===== src/rtl/soc_pkg.sv =====
/*
  SoC bus fabric package
  Bus widths, target address map and SRAM pin widths shared by the
  decoder, the targets and the testbench
*/
package soc_pkg;

  // Master bus
  localparam int DATA_W = 32;
  localparam int ADDR_W = 32;

  // Boot ROM, end is exclusive
  localparam logic [ADDR_W-1:0] ROM_BASE = 32'h0000_0200;
  localparam logic [ADDR_W-1:0] ROM_END  = 32'h0002_0000;

  // On-chip RAM
  localparam logic [ADDR_W-1:0] RAM_BASE = 32'h0002_0000;
  localparam logic [ADDR_W-1:0] RAM_SIZE = 32'h0000_8000;

  // External asynchronous SRAM
  localparam logic [ADDR_W-1:0] SRAM_BASE = 32'h0003_0000;
  localparam logic [ADDR_W-1:0] SRAM_SIZE = 32'h0040_0000;

  // LED port, end is exclusive
  localparam logic [ADDR_W-1:0] LED_BASE = 32'h1000_0000;
  localparam logic [ADDR_W-1:0] LED_END  = 32'h2000_0000;

  // Upper half of every ROM word
  localparam logic [15:0] ROM_TAG = 16'hB007;

  localparam int LED_W = 10;

  // SRAM halfword address and data pins
  localparam int SRAM_AW = 18;
  localparam int SRAM_DW = 16;

endpackage


===== src/rtl/led_port.sv =====
/*
  Memory-mapped LED port
  LED register with load, set, clear and toggle offsets and read-back
*/
module led_port (
  input  logic                      CLOCK_50_B5B,
  input  logic                      i_rst_n,
  input  logic                      i_sel,
  input  logic                      i_rw,
  input  logic [soc_pkg::ADDR_W-1:0] i_offset,
  input  logic [soc_pkg::DATA_W-1:0] i_wdata,
  output logic [soc_pkg::DATA_W-1:0] o_rdata,
  output logic [soc_pkg::LED_W-1:0]  o_leds
);
  import soc_pkg::*;

  logic [LED_W-1:0] wbits;

  assign wbits = i_wdata[LED_W-1:0];

  always_ff @(posedge CLOCK_50_B5B) begin
    if (!i_rst_n) begin
      o_leds <= '0;
    end else if (i_sel && i_rw) begin
      // Other offsets are ignored on write
      case (i_offset)
        'h0:     o_leds <= wbits;
        'h4:     o_leds <= o_leds | wbits;
        'h8:     o_leds <= o_leds & ~wbits;
        'hC:     o_leds <= o_leds ^ wbits;
        default: o_leds <= o_leds;
      endcase
    end
  end

  // Same value at every offset
  assign o_rdata = DATA_W'(o_leds);

endmodule


===== config.mk =====
export PLATFORM = sky130hd
export DESIGN_NAME = led_port
export DESIGN_NICKNAME = d
export VERILOG_FILES = /design/src/rtl/soc_pkg.sv /design/src/rtl/led_port.sv
export SDC_FILE = /design/constraint.sdc
export NUM_CORES = 1
export LEC_CHECK = 0
export BUFFER_PORTS_ARGS = -buffer_cell sky130_fd_sc_hd__buf_4
export CAP_MARGIN = 0
export CORE_AREA = 8 8 67 75
export CTS_CLUSTER_DIAMETER = 80
export DETAILED_ROUTE_END_ITERATION = 12
export DIE_AREA = 0 0 75 83
export PLACE_DENSITY = 0.87
export SLEW_MARGIN = 20
export SYNTH_ARGS = -nofsm -noshare
export SYNTH_HDL_FRONTEND = slang
export SYNTH_SLANG_ARGS = --single-unit

===== constraint.sdc =====
create_clock -name CLOCK_50_B5B -period 2.9 [get_ports CLOCK_50_B5B]
set_input_delay 0.725 -clock CLOCK_50_B5B [delete_from_list [all_inputs] [get_ports CLOCK_50_B5B]]
set_output_delay 0.725 -clock CLOCK_50_B5B [all_outputs]
set_load 0.02 [all_outputs]

### Word-level counts from Yosys, hierarchy flattened

Cells that the tools add are included.
Widths: inputs -> output; s select.

| storage, ports and cells | value |
|---|---|
| flip-flop bits (word level) | 10 |
| bits of input ports | 68 |
| output and inout bits | 42 |
| logic and storage cells | 13 |

| cells by class | value |
|---|---|
| equal/unequal tests | 3 |
| muxes and demuxes | 1 |
| bitwise operators | 4 |
| reductions and logical operators | 4 |

Operators with widths:

| cell | count |
|---|---|
| $eq 32x4->1 const B | 2 |
| $pmux 10 s4 | 1 |
| $eq 32x3->1 const B | 1 |
| $logic_not 32->1 | 1 |
| $and 10x10->10 | 1 |
| $not 10->10 | 1 |
| $or 10x10->10 | 1 |
| $xor 10x10->10 | 1 |
| $reduce_bool 4->1 | 1 |
| $reduce_and 2->1 | 1 |
| $logic_and 1x1->1 | 1 |

### Logic depth before layout (Yosys ltp)

| logic depth | value |
|---|---|
| depth after elaboration | 3 |
| gate-level depth with buffers | 6 |
| gate-level depth less buffers | 6 |

### Worst setup path after synthesis

No wires, ideal clock.

| timing path | value |
|---|---|
| path type | input to register |
| start | in i_wdata[1] (netlist name) |
| end | reg o_leds[1] (netlist name) |
| arrival time | 1.755 ns |
| required time | 2.778 ns |
| slack | 1.023 ns |
| cell stages on the path | 4 |
| cell sequence | inv_1 > ha_1 > mux4_2 > o311a_1 |

| on the way | value |
|---|---|
| word-level cells in the longest chain between the ends | 3 |
| elaborated cells on any way between the ends | 5 |

RTL lines:

| what | RTL line | text |
|---|---|---|
| start, declared | led_port.sv:11 | `input logic [soc_pkg::DATA_W-1:0] i_wdata,` |
| $not 10->10 | led_port.sv:29 | `'h8: o_leds <= o_leds & ~wbits;` |
| $and 10x10->10 | led_port.sv:29 |  |
| $pmux 10 s4 (*) | led_port.sv:26 | `case (i_offset)` |
| end signal, assigned | led_port.sv:27 | `'h0: o_leds <= wbits;` |
| end signal, assigned | led_port.sv:29 |  |
| end signal, assigned | led_port.sv:30 | `'hC: o_leds <= o_leds ^ wbits;` |
| end, declared | led_port.sv:13 | `output logic [soc_pkg::LED_W-1:0] o_leds` |

Every way passes the cells marked *; elsewhere a longest branch is shown, timed or not.
A chain may end at the register's enable or synchronous reset.

### Worst setup path after layout

| timing path | value |
|---|---|
| start | in i_offset[24] (netlist name) |
| end | reg o_leds[7] (netlist name) |

| on the way | value |
|---|---|
| word-level cells in the longest chain between the ends | 3 |
| elaborated cells on any way between the ends | 7 |

RTL lines:

| what | RTL line | text |
|---|---|---|
| start, declared | led_port.sv:10 | `input logic [soc_pkg::ADDR_W-1:0] i_offset,` |
| $eq 32x4->1, or another cell as far along | led_port.sv:26 |  |
| $reduce_bool 4->1 (no source line) | -- |  |
| $reduce_and 2->1 (no source line) | -- |  |
| end signal, assigned | led_port.sv:27 |  |
| end signal, assigned | led_port.sv:28 | `'h4: o_leds <= o_leds \| wbits;` |
| end signal, assigned | led_port.sv:29 |  |

Several ways; a longest one is shown, not always the timed one.

==> impl_metrics.toml <==
[hold_path]
hold_path_depth = 2
worst_hold_path_type = "reg2reg"
hold_path_startpoint = "o_leds[0]$_SDFFE_PN0P_"
hold_end = "o_leds[0]$_SDFFE_PN0P_"

[detailed_routing]
initialDrtViolationCount = 29
drt-vias-per-instance = 4.516
totalWireLength_microns = 3132
route.detailed.wl_per_inst_microns = 12.84
drt_first_pass_iters = 4
drt_drc_violations_left = 0
vias = 1102
detail_route_antenna_nets = 0

[run_status]
outcome = "complete, no violations"

[worst_setup_path]
slowest_stage_delay_on_critical_path_ns = 0.45
critical_path.cell_chain = "buf_4 -> nor4_2 -> nand4_4 -> o311a_1"
rrSetupSlack_ns = 1.27
worst-endpoint-required_ns = 3.01
critical_path.slowest_cell = "o311a_1"
path_buf_inv = 1
critPathTopFamily = "simple AND/OR/NAND/NOR gates"
worstSetupStartpointType = "input port"
crit_type = "in2reg"
timing.critical_path.arrival_ns = 2.02
critPathCaptureType = "flip-flop"
crit-reg2reg-launch = "o_leds[7]$_SDFFE_PN0P_"
crit_cells = 4
crit_path_max_fanout = 19
worst-r2r-cell-count = 4
rr_endpoint = "o_leds[7]$_SDFFE_PN0P_"

[timing]
fin_crit_sh_pct = 65.79
setup_total_negative_slack_ns = 0
whs_ns = 0.5092
skew_ns = 0
post-route-worst-setup-slack_ns = 0.9920
final-hold-violation-count = 0
finalSetupViolCount = 0
timing.final.max_slew_violations = 0
clock.fmax_ghz = 0.5241
finalWorstPathRequiredPeriod_ns = 1.908
grt_setup_unrepaired = "false"

[cts]
cts_setup_buffers = 0
clock_buffer_count_from_cts = 3
cts_repair_resize_count = 0
cts-root-to-sink-buffers = 2
cts.root.buffer_cell = "clkbuf_8"
clk_pin_slew_ns = 0.05
cts.sink_count = 10
postCtsHoldBufs = 0
cts_tree = "built"
worst_skew_pair.late_latency_ns = 0.23
cts-htree-levels = 1

[layout]
largest_register_ffs = 10
largest_register = "o_leds"
core_occupancy_in_the_finished_layout_pct = 48.72
num-nets-final = 282
post_route_cells_drive_above_1_share_pct = 51.04
fill_cells = 368
reg.largest.list = "o_leds: 10 flops"
layout-area-overhead-vs-synth_pct = 27.14
number_of_antenna_cells_inserted = 0

[die]
die_area_sq_um = 6225
floorplan.initialDensity_pct = 38.32
placeableCoreArea_sq_um = 3814
die-width_microns = 75
site_rows = 24
ioPinCount = 110
fp.dieH_microns = 83

[logic_synthesis]
ys.warnings.count = 0
synth.lib_cells_used.distinct = 18
async_flop_share_pct = 0
synth_compound_area_share_pct = 11.56
post_synth_xor_area_fraction_pct = 0
post-synth-top-area-cell = "ha_1"
synthesized_instance_count = 140
synth_enable_flop_cells = 0
synth.yosys.seq_area_share_pct = 13.70
post_synthesis_area_per_instance_sq_um = 10.44
synth_top_family_by_area = "buffers and inverters"
synthSimpleGateAreaFrac_pct = 14.64
post_synth_mux_area_share_pct = 16.10
ys_top_cells_by_area = "ha_1 (17%), buf_4 (16%), mux4_2 (15%)"
synth-seq-cells = 10
main_synth_ff_type = "dfxtp_1"
synth_top_cell_area_share_pct = 17.12
synth.cell_area_sq_um = 1461
synthAdderAreaFrac_pct = 17.12

[place]
preCtsSetupSlack_ns = 0.7597
place_hpwl_microns = 2757
gp_congestion = 0.6792
io_buffers = 65

[global_routing]
first_global_vias = 1154
globalRouteTotalUtil_pct = 9.983
global_route_wire_length_before_repair_microns = 5064
globalRouteOverflowTotal = 0
antenna_found_initial = 0
grt_max_degree = 20

[power]
p_leak_uw = 0.0009392
vdd_ir_drop_max_v = 0.0001781
cellPowerDensity_nw_per_um2 = 224.3

[job]
cap_violations = 0
[worst register-to-register path, cell delays in order (launching register included)]
cell and delay (ns):
dfxtp_1 0.39, inv_1 0.09, ha_1 0.27, mux4_2 0.46, o311a_1 0.30
[cell type report]
class	count	area [sq um]	share of cell area, %
Timing Repair Buffer	65	488.0	26.26
Clock buffer	3	41.29	2.222
Inverter	30	112.6	6.061
Sequential cell	10	200.2	10.77
Multi-Input combinational cell	84	950.9	51.18
Tap cell	52	65.06	3.502
[metal layers]
layer / vias to the layer above / share of wire, % / track usage (%)
met1: 513 / 36 / 10.65
li1: 534 / - / -
met4: 0 / 0.86 / 2.321
met5: - / 0 / 0
met3: 4 / 10 / 3.966
met2: 51 / 53 / 17.40
[where the power goes]
group / total, uW / switching [uW] / internal (uW) / leakage [uW]
Clock: 142 / 51.1 / 90.7 / 0.0000216
Sequential: 138 / 0.000000116 / 138 / 0.0000805
Combinational: 137 / 68.4 / 68.8 / 0.000837
Total: 417 / 120 / 297 / 0.000939
[how the worst max path moves through the flow]
| stage | startpoint | endpoint | slack, ns |
|---|---|---|---|
| floorplan | i_wdata[1] | o_leds[1]$_SDFFE_PN0P_ | 1.02 |
| global placement | i_offset[27] | o_leds[5]$_SDFFE_PN0P_ | 0.77 |
| detailed placement | i_offset[24] | o_leds[5]$_SDFFE_PN0P_ | 0.76 |
| CTS | i_offset[24] | o_leds[7]$_SDFFE_PN0P_ | 1.0 |
| global route | i_offset[10] | o_leds[7]$_SDFFE_PN0P_ | 0.94 |
| finish | i_offset[24] | o_leds[7]$_SDFFE_PN0P_ | 0.99 |
[cells by family (layout without fill, tap and decap cells)]
group / count (synthesis) / in the layout
fa+ha+maj: 20 / 20
other cells: 1 / 22
buf+inv: 67 / 98
mux: 11 / 11
flops: 10 / 10
simple gates: 13 / 13
compound gates: 18 / 18
[metrics by stage]
stage                     total power [uW]  instance area, sq um  cells
after floorplan                      237.1                  1540    161
after global placement               274.7                  1817    241
after detailed placement             277.9                  1817    241
after CTS                            420.9                  1858    244
after global routing                 441.3                  1858    244
final                                416.8                  1858    244
[synthesized netlist by cell type, types with 2 or more instances]
cell     count
buf_4       32
mux4_2      10
nand2_1      2
o311a_1      9
o21ai_2      9
nor4_2       2
inv_1       30
nand4_4      2
buf_2        2
ha_1        20
buf_6        2
nor4b_4      2
nor4_4       4
dfxtp_1     10
[cells in the final DEF, fill, tap and decap left out]
| cell | instances |
|---|---|
| buf_4 | 65 |
| inv_1 | 30 |
| conb_1 | 22 |
| ha_1 | 20 |
| mux4_2 | 10 |
| dfxtp_1 | 10 |
| o21ai_2 | 9 |
| o311a_1 | 9 |
| nor4_4 | 4 |
| clkbuf_8 | 3 |
| nor4b_4 | 2 |
| nand4_4 | 2 |
| nor4_2 | 2 |
| nand2_1 | 2 |
| nor2_2 | 1 |
| mux2i_1 | 1 |
Power figures use the tool's default switching activity.
