`src/rtl/soc_pkg.sv`:
```
/*
  SoC bus fabric package
  Bus widths, target address map and SRAM pin widths shared by the
  decoder, the targets and the testbench
*/
package soc_pkg;

  // Master bus
  localparam int DATA_W = 32;
  localparam int ADDR_W = 32;

  // Boot ROM, end is exclusive
  localparam logic [ADDR_W-1:0] ROM_BASE = 32'h0000_0200;
  localparam logic [ADDR_W-1:0] ROM_END  = 32'h0002_0000;

  // On-chip RAM
  localparam logic [ADDR_W-1:0] RAM_BASE = 32'h0002_0000;
  localparam logic [ADDR_W-1:0] RAM_SIZE = 32'h0000_8000;

  // External asynchronous SRAM
  localparam logic [ADDR_W-1:0] SRAM_BASE = 32'h0003_0000;
  localparam logic [ADDR_W-1:0] SRAM_SIZE = 32'h0040_0000;

  // LED port, end is exclusive
  localparam logic [ADDR_W-1:0] LED_BASE = 32'h1000_0000;
  localparam logic [ADDR_W-1:0] LED_END  = 32'h2000_0000;

  // Upper half of every ROM word
  localparam logic [15:0] ROM_TAG = 16'hB007;

  localparam int LED_W = 10;

  // SRAM halfword address and data pins
  localparam int SRAM_AW = 18;
  localparam int SRAM_DW = 16;

endpackage

```
`src/rtl/sram_interface.sv`:
```
/*
  External SRAM controller
  Splits each 32-bit bus access into a low and a high 16-bit cycle on
  the asynchronous SRAM, each stretched by a number of wait states
*/
module sram_interface #(
  parameter int WAIT_STATES = 1
) (
  input  logic                       CLOCK_50_B5B,
  input  logic                       i_rst_n,
  input  logic                       i_sel,
  input  logic                       i_rw,
  input  logic [soc_pkg::ADDR_W-1:0]  i_offset,
  input  logic [soc_pkg::DATA_W-1:0]  i_wdata,
  output logic [soc_pkg::DATA_W-1:0]  o_rdata,
  output logic                       o_ready,
  output logic [soc_pkg::SRAM_AW-1:0] o_sram_a,
  output logic [soc_pkg::SRAM_DW-1:0] o_sram_d,
  output logic                       o_sram_d_oe,
  input  logic [soc_pkg::SRAM_DW-1:0] i_sram_d,
  output logic                       o_sram_ce_n,
  output logic                       o_sram_oe_n,
  output logic                       o_sram_we_n,
  output logic                       o_sram_lb_n,
  output logic                       o_sram_ub_n
);
  import soc_pkg::*;

  localparam int CNT_W = (WAIT_STATES > 0) ? $clog2(WAIT_STATES + 1) : 1;
  localparam logic [CNT_W-1:0] CNT_LAST = CNT_W'(WAIT_STATES);

  typedef enum logic [1:0] {
    ST_IDLE,
    ST_LOW,
    ST_HIGH,
    ST_DONE
  } state_t;

  state_t            state_q;
  logic [CNT_W-1:0]  wait_q;
  logic [DATA_W-1:0] rdata_q;
  logic              in_half;
  logic              half_hi;
  logic              half_last;

  assign in_half   = (state_q == ST_LOW) || (state_q == ST_HIGH);
  // Address stays on the odd halfword through the done cycle
  assign half_hi   = (state_q == ST_HIGH) || (state_q == ST_DONE);
  assign half_last = (wait_q == CNT_LAST);

  always_ff @(posedge CLOCK_50_B5B) begin
    if (!i_rst_n) begin
      state_q <= ST_IDLE;
      wait_q  <= '0;
    end else begin
      case (state_q)
        ST_IDLE: begin
          wait_q <= '0;
          if (i_sel) begin
            state_q <= ST_LOW;
          end
        end
        ST_LOW: begin
          if (half_last) begin
            state_q <= ST_HIGH;
            wait_q  <= '0;
          end else begin
            wait_q <= wait_q + 1'b1;
          end
        end
        ST_HIGH: begin
          if (half_last) begin
            state_q <= ST_DONE;
            wait_q  <= '0;
          end else begin
            wait_q <= wait_q + 1'b1;
          end
        end
        default: begin
          state_q <= ST_IDLE;
        end
      endcase
    end
  end

  // Sample read data at the last cycle of each half
  always_ff @(posedge CLOCK_50_B5B) begin
    if (!i_rw && half_last && state_q == ST_LOW) begin
      rdata_q[SRAM_DW-1:0] <= i_sram_d;
    end
    if (!i_rw && half_last && state_q == ST_HIGH) begin
      rdata_q[DATA_W-1:SRAM_DW] <= i_sram_d;
    end
  end

  assign o_rdata = rdata_q;
  assign o_ready = (state_q == ST_DONE);

  // Low word at the even halfword
  assign o_sram_a = {i_offset[SRAM_AW:2], half_hi};
  assign o_sram_d = half_hi ? i_wdata[DATA_W-1:SRAM_DW] : i_wdata[SRAM_DW-1:0];

  assign o_sram_d_oe = in_half && i_rw;
  assign o_sram_ce_n = !in_half;
  assign o_sram_oe_n = !(in_half && !i_rw);

  // Strobe held off in the first cycle so address and data settle first
  assign o_sram_we_n = !(in_half && i_rw && (WAIT_STATES == 0 || wait_q != '0));

  // Full halfword on every access
  assign o_sram_lb_n = 1'b0;
  assign o_sram_ub_n = 1'b0;

endmodule

```
`config.mk`:
```
export PLATFORM = sky130hd
export DESIGN_NAME = sram_interface
export DESIGN_NICKNAME = d
export VERILOG_FILES = /design/src/rtl/soc_pkg.sv /design/src/rtl/sram_interface.sv
export SDC_FILE = /design/constraint.sdc
export NUM_CORES = 1
export LEC_CHECK = 0
export ABC_AREA = 1
export BUFFER_PORTS_ARGS = -buffer_cell sky130_fd_sc_hd__clkbuf_2
export CAP_MARGIN = 40
export CORE_MARGIN = 5
export CORE_UTILIZATION = 35
export DETAILED_ROUTE_END_ITERATION = 10
export PLACE_DENSITY = 0.85
export SYNTH_ARGS = -nofsm -noshare
export SYNTH_HDL_FRONTEND = slang
export SYNTH_SLANG_ARGS = --single-unit
export TNS_END_PERCENT = 1
```
`constraint.sdc`:
```
create_clock -name CLOCK_50_B5B -period 3.1 [get_ports CLOCK_50_B5B]
set_input_delay 0.155 -clock CLOCK_50_B5B [delete_from_list [all_inputs] [get_ports CLOCK_50_B5B]]
set_output_delay 0.155 -clock CLOCK_50_B5B [all_outputs]
set_load 0.005 [all_outputs]
```
# == Yosys cells after proc, flatten, opt, wreduce, memory -nomap -nowiden ==
# Index checks and enable logic that the tools add are counted.
# classes
n_eq_ne,6
n_mux,7
n_addsub,1
n_reduce_logical,16
# op_table
op,n
$mux W16,1
$logic_and A1 B1 Y1,6
$mux W2,3
$ne A2 B2 Y1 const B,3
$pmux W2 S3,1
$eq A2 B2 Y1 const B,2
$logic_not A1 Y1,4
$reduce_and A3 Y1,1
$eq A2 B1 Y1 const B,1
$logic_not A2 Y1,1
$logic_or A1 B1 Y1,2
$pmux W1 S2,1
$reduce_bool A2 Y1,1
$reduce_or A2 Y1,1
$add A1 B1 Y1 const B,1
$mux W1,1
# totals
output_inout_bits,73
register_bits,35
word_cells,34

# == Longest topological paths before layout ==
# logic_depth
word_depth,5
mapped_depth,7
ltp_nobuf,7

# == Least setup slack after synthesis ==
# OpenSTA, ideal clock, no wires.
# synth_path
kind,flip-flop to flip-flop
start,register state_q[0]
end,register rdata_q[16] (netlist: o_rdata[16]) (enable)
required_time_ns,2.687
setup_slack_ns,0.761
stages_incl_launch_ff,4
t_arrival_ns,1.927
setup_time_ns,0.413
path_cell_list,dfxtp_1 inv_1 ha_1 nor3b_1
# synth_via
elab_chain_cells,2
# synth_rtl
element,line,text
from (decl),sram_interface.sv:39,state_t state_q;
from (signal assigned),sram_interface.sv:53,state_q <= ST_IDLE;
from (signal assigned),sram_interface.sv:60,state_q <= ST_LOW;
from (signal assigned),sram_interface.sv:65,state_q <= ST_HIGH;
$eq A2 B2 Y1,sram_interface.sv:91,if (!i_rw && half_last && state_q == ST_HIGH) begin
$logic_and A1 B1 Y1,sram_interface.sv:91,
"to (signal, indexed assignment)",sram_interface.sv:89,rdata_q[SRAM_DW-1:0] <= i_sram_d;
"to (signal, indexed assignment)",sram_interface.sv:92,rdata_q[DATA_W-1:SRAM_DW] <= i_sram_d;
to (decl),sram_interface.sv:41,logic [DATA_W-1:0] rdata_q;
# Every way passes these cells.
# A chain may end at the register's enable or synchronous reset.

# == Worst setup path in the final report ==
# layout_path
start,register state_q[0]
end,output port o_sram_d[2] (netlist name)
# layout_via
elab_chain_cells,3
# layout_rtl
element,line,text
$eq A2 B2 Y1,sram_interface.sv:48,assign half_hi = (state_q == ST_HIGH) || (state_q == ST_DONE);
$logic_or A1 B1 Y1 *,sram_interface.sv:48,
$mux W16 *,sram_interface.sv:101,assign o_sram_d = half_hi ? i_wdata[DATA_W-1:SRAM_DW] : i_wdata[SRAM_DW-1:0];
to (decl),sram_interface.sv:18,"output logic [soc_pkg::SRAM_DW-1:0] o_sram_d,"
# Mark *: on every way between the ends. The rest lies on a longest branch, timed or not.

==> impl_metrics.tcl <==
set metrics [dict create \
    postCtsSetupBuffers 0 \
    final_design_area_no_fill_um2 2130 \
    antenna_cells_inserted 0 \
    final_layout_size_suffix_gt1_share_pct 51.3 \
    required_ps 2940 \
    die_x_um 77.0 \
    whs_ps 64.0 \
    num_rows 24 \
    clock_tree.root_cell "sky130_fd_sc_hd__clkbuf_8" \
    floorplan.initialDensity_pct 36.1 \
    fp.dieArea_um2 5930 \
    peakVddDrop_mv 0.442 \
    run_status "finished clean" \
    synth.yosys.warnings 0 \
    maxClockFrequency_mhz 492 \
    area.growth.synth_to_final_pct 35.8 \
    synth.lib_cells_used.distinct 16 \
    postCtsResizedCells 0 \
    antenna_found_initial 0 \
    hold_path_startpoint "i_sram_d[15]" \
    post-place-cells 278 \
    rsz0062_at_grt "false" \
    vias_per_cell 4.32 \
    maxSlewViolCount 0 \
    fin_worst_skew_ps 5.21 \
    finalHoldViolations 0 \
    clock_slew_at_the_register_clock_pins_of_the_worst_setup_and_hold_paths_ps 70 \
    via_count_of_the_first_global_routing_pass 1265 \
    core_area_um2 4350 \
    finalNetCount 322 \
    yosys_register_bits 35 \
    h-tree-depth 2 \
    gpl.final_weighted_congestion 0.808 \
    syn_area_per_cell_um2 11.2 \
    yosysSeqAreaShare_pct 65.0 \
    worst-path-max-fanout 17 \
    grt_max_degree 18 \
    dp_hpwl_um 3030 \
    grtUsageTotal_pct 11.7 \
    reg2reg_from "state_q[0]" \
    tns_ps 0 \
    post_syn_area_um2 1570 \
    wirelength_um 3720 \
    min_period_over_period_pct 65.5 \
    hold_class "in -> reg" \
    insertion_delay_ps 280 \
    max_cap_viol_count 0 \
    worst_ep_arrival_time_ps 1880 \
    fp.dieH_um 77.0 \
    grt_first_pass_wirelength_um 5680 \
    timing.final.crit_period_ps 2030 \
    grt-ovfl-total 0 \
    p_leak_nw 1.09 \
    final_cells 286 \
    final-setup-viol-count 0 \
    setup.worst_path.end_class "output pin" \
    remaining_drc_errors 0 \
    ios 157 \
    routedWlPerCell_um 13.0 \
    timing.critical_path.from_type "flip-flop" \
    vias 1235 \
    cts_inserted_buffers 5 \
    power_density_nw_per_um2 746 \
    detailed_place.area_um2 2020 \
    portBuffers 105 \
    setup.worst_path.start "state_q[0]" \
    clock-sinks 35 \
    finalPower_mw 1.59 \
    tritoncts "done" \
    cts.hold.buffers_added 0 \
    drtAntennaViolNets 0 \
    clock_tree.buffer_depth 2 \
    worst-setup-path-type "reg -> out" \
    syn_inst 140 \
    drt_pass1_iterations 4 \
    drt_iter0_markers 52 \
]
-- synthesized netlist by cell type --
cell type | count | area (um2)
sky130_fd_sc_hd__inv_2 | 1 | 3.75
sky130_fd_sc_hd__dfxtp_1 | 3 | 60.1
sky130_fd_sc_hd__nand3_1 | 1 | 5.00
sky130_fd_sc_hd__edfxtp_1 | 32 | 961
sky130_fd_sc_hd__nor3b_1 | 2 | 15.0
sky130_fd_sc_hd__buf_4 | 21 | 158
sky130_fd_sc_hd__or2_2 | 1 | 6.26
sky130_fd_sc_hd__o211a_1 | 1 | 10.0
sky130_fd_sc_hd__ha_1 | 5 | 62.6
sky130_fd_sc_hd__inv_1 | 6 | 22.5
sky130_fd_sc_hd__conb_1 | 1 | 3.75
sky130_fd_sc_hd__nor2_1 | 6 | 22.5
sky130_fd_sc_hd__nor2_4 | 1 | 11.3
sky130_fd_sc_hd__o21ai_0 | 1 | 5.00
sky130_fd_sc_hd__nand2_1 | 57 | 214
sky130_fd_sc_hd__buf_6 | 1 | 11.3
-- power by group --
part / total [mW] / internal, mW / switching (mW)
clock: 0.400 / 0.239 / 0.161
sequential: 0.579 / 0.558 / 0.0215
combinational: 0.613 / 0.254 / 0.359
total: 1.59 / 1.05 / 0.541
-- logic make-up after synthesis --
group | synth area share (%)
AND/OR/NAND/NOR | 17.4
AO/OA/AOI/OAI | 0.955
buffers and inverters | 12.4
adder cells (fa/ha/maj) | 3.98
other | 0.239
flip-flops | 65.0
-- registers in the layout (all words and copies together) (netlist names) --
signal / flops
o_rdata: 32
state_q: 2
half_last: 1
-- cell type report --
class / count / area (um2)
Clock buffer: 5 / 68.8
Inverter: 7 / 26.3
Timing Repair Buffer: 107 / 541
Sequential cell: 35 / 1020
Tap cell: 52 / 65.1
Fill cell: 400 / 2220
Multi-Input combinational cell: 77 / 369
Clock inverter: 3 / 43.8
-- layer usage --
| layer | wire length [um] | GRT usage (%) | up-vias | share of wire (%) |
|---|---|---|---|---|
| met5 | 0 | 0 | - | 0 |
| met4 | 100 | 4.81 | 0 | 2.7 |
| met3 | 337 | 3.86 | 11 | 9.1 |
| met2 | 2040 | 22.6 | 61 | 55 |
| met1 | 1240 | 11.0 | 546 | 33 |
| li1 | - | - | 617 | - |
-- stage by stage --
step	utilization, %	setup slack (ps)
2_1_floorplan	-	761
3_3_place_gp	46.4	1400
3_5_place_dp	46.4	1380
4_1_cts	49.0	1050
5_1_grt	49.0	890
6_report	49.0	1070
-- worst paths after layout --
check                      to  slack, ps  cells after the start
setup / recovery  o_sram_d[2]       1070                      7
hold / removal    o_rdata[15]         60                      1
setup reg to reg  o_rdata[24]       1590                      4
hold reg to reg    state_q[1]        610                      4
-- cells in the final DEF (no fill, tap or decap), types with 2 or more instances in the layout --
cell                       count
sky130_fd_sc_hd__buf_4         2
sky130_fd_sc_hd__clkbuf_2    105
sky130_fd_sc_hd__clkbuf_8      5
sky130_fd_sc_hd__conb_1        2
sky130_fd_sc_hd__dfxtp_1       3
sky130_fd_sc_hd__edfxtp_1     32
sky130_fd_sc_hd__ha_1          5
sky130_fd_sc_hd__inv_1         6
sky130_fd_sc_hd__nand2_1      57
sky130_fd_sc_hd__nor2_1        6
sky130_fd_sc_hd__nor3b_2       2
-- worst max-delay path, cell delays in order, from the launching register on --
cell                       delay [ps]
sky130_fd_sc_hd__dfxtp_1          400
sky130_fd_sc_hd__inv_1            100
sky130_fd_sc_hd__ha_1             280
sky130_fd_sc_hd__nor2_4           330
sky130_fd_sc_hd__inv_2            220
sky130_fd_sc_hd__nand2_1          110
sky130_fd_sc_hd__nand2_1           50
sky130_fd_sc_hd__clkbuf_2         100
No activity file was read; power rests on OpenSTA's default activity.
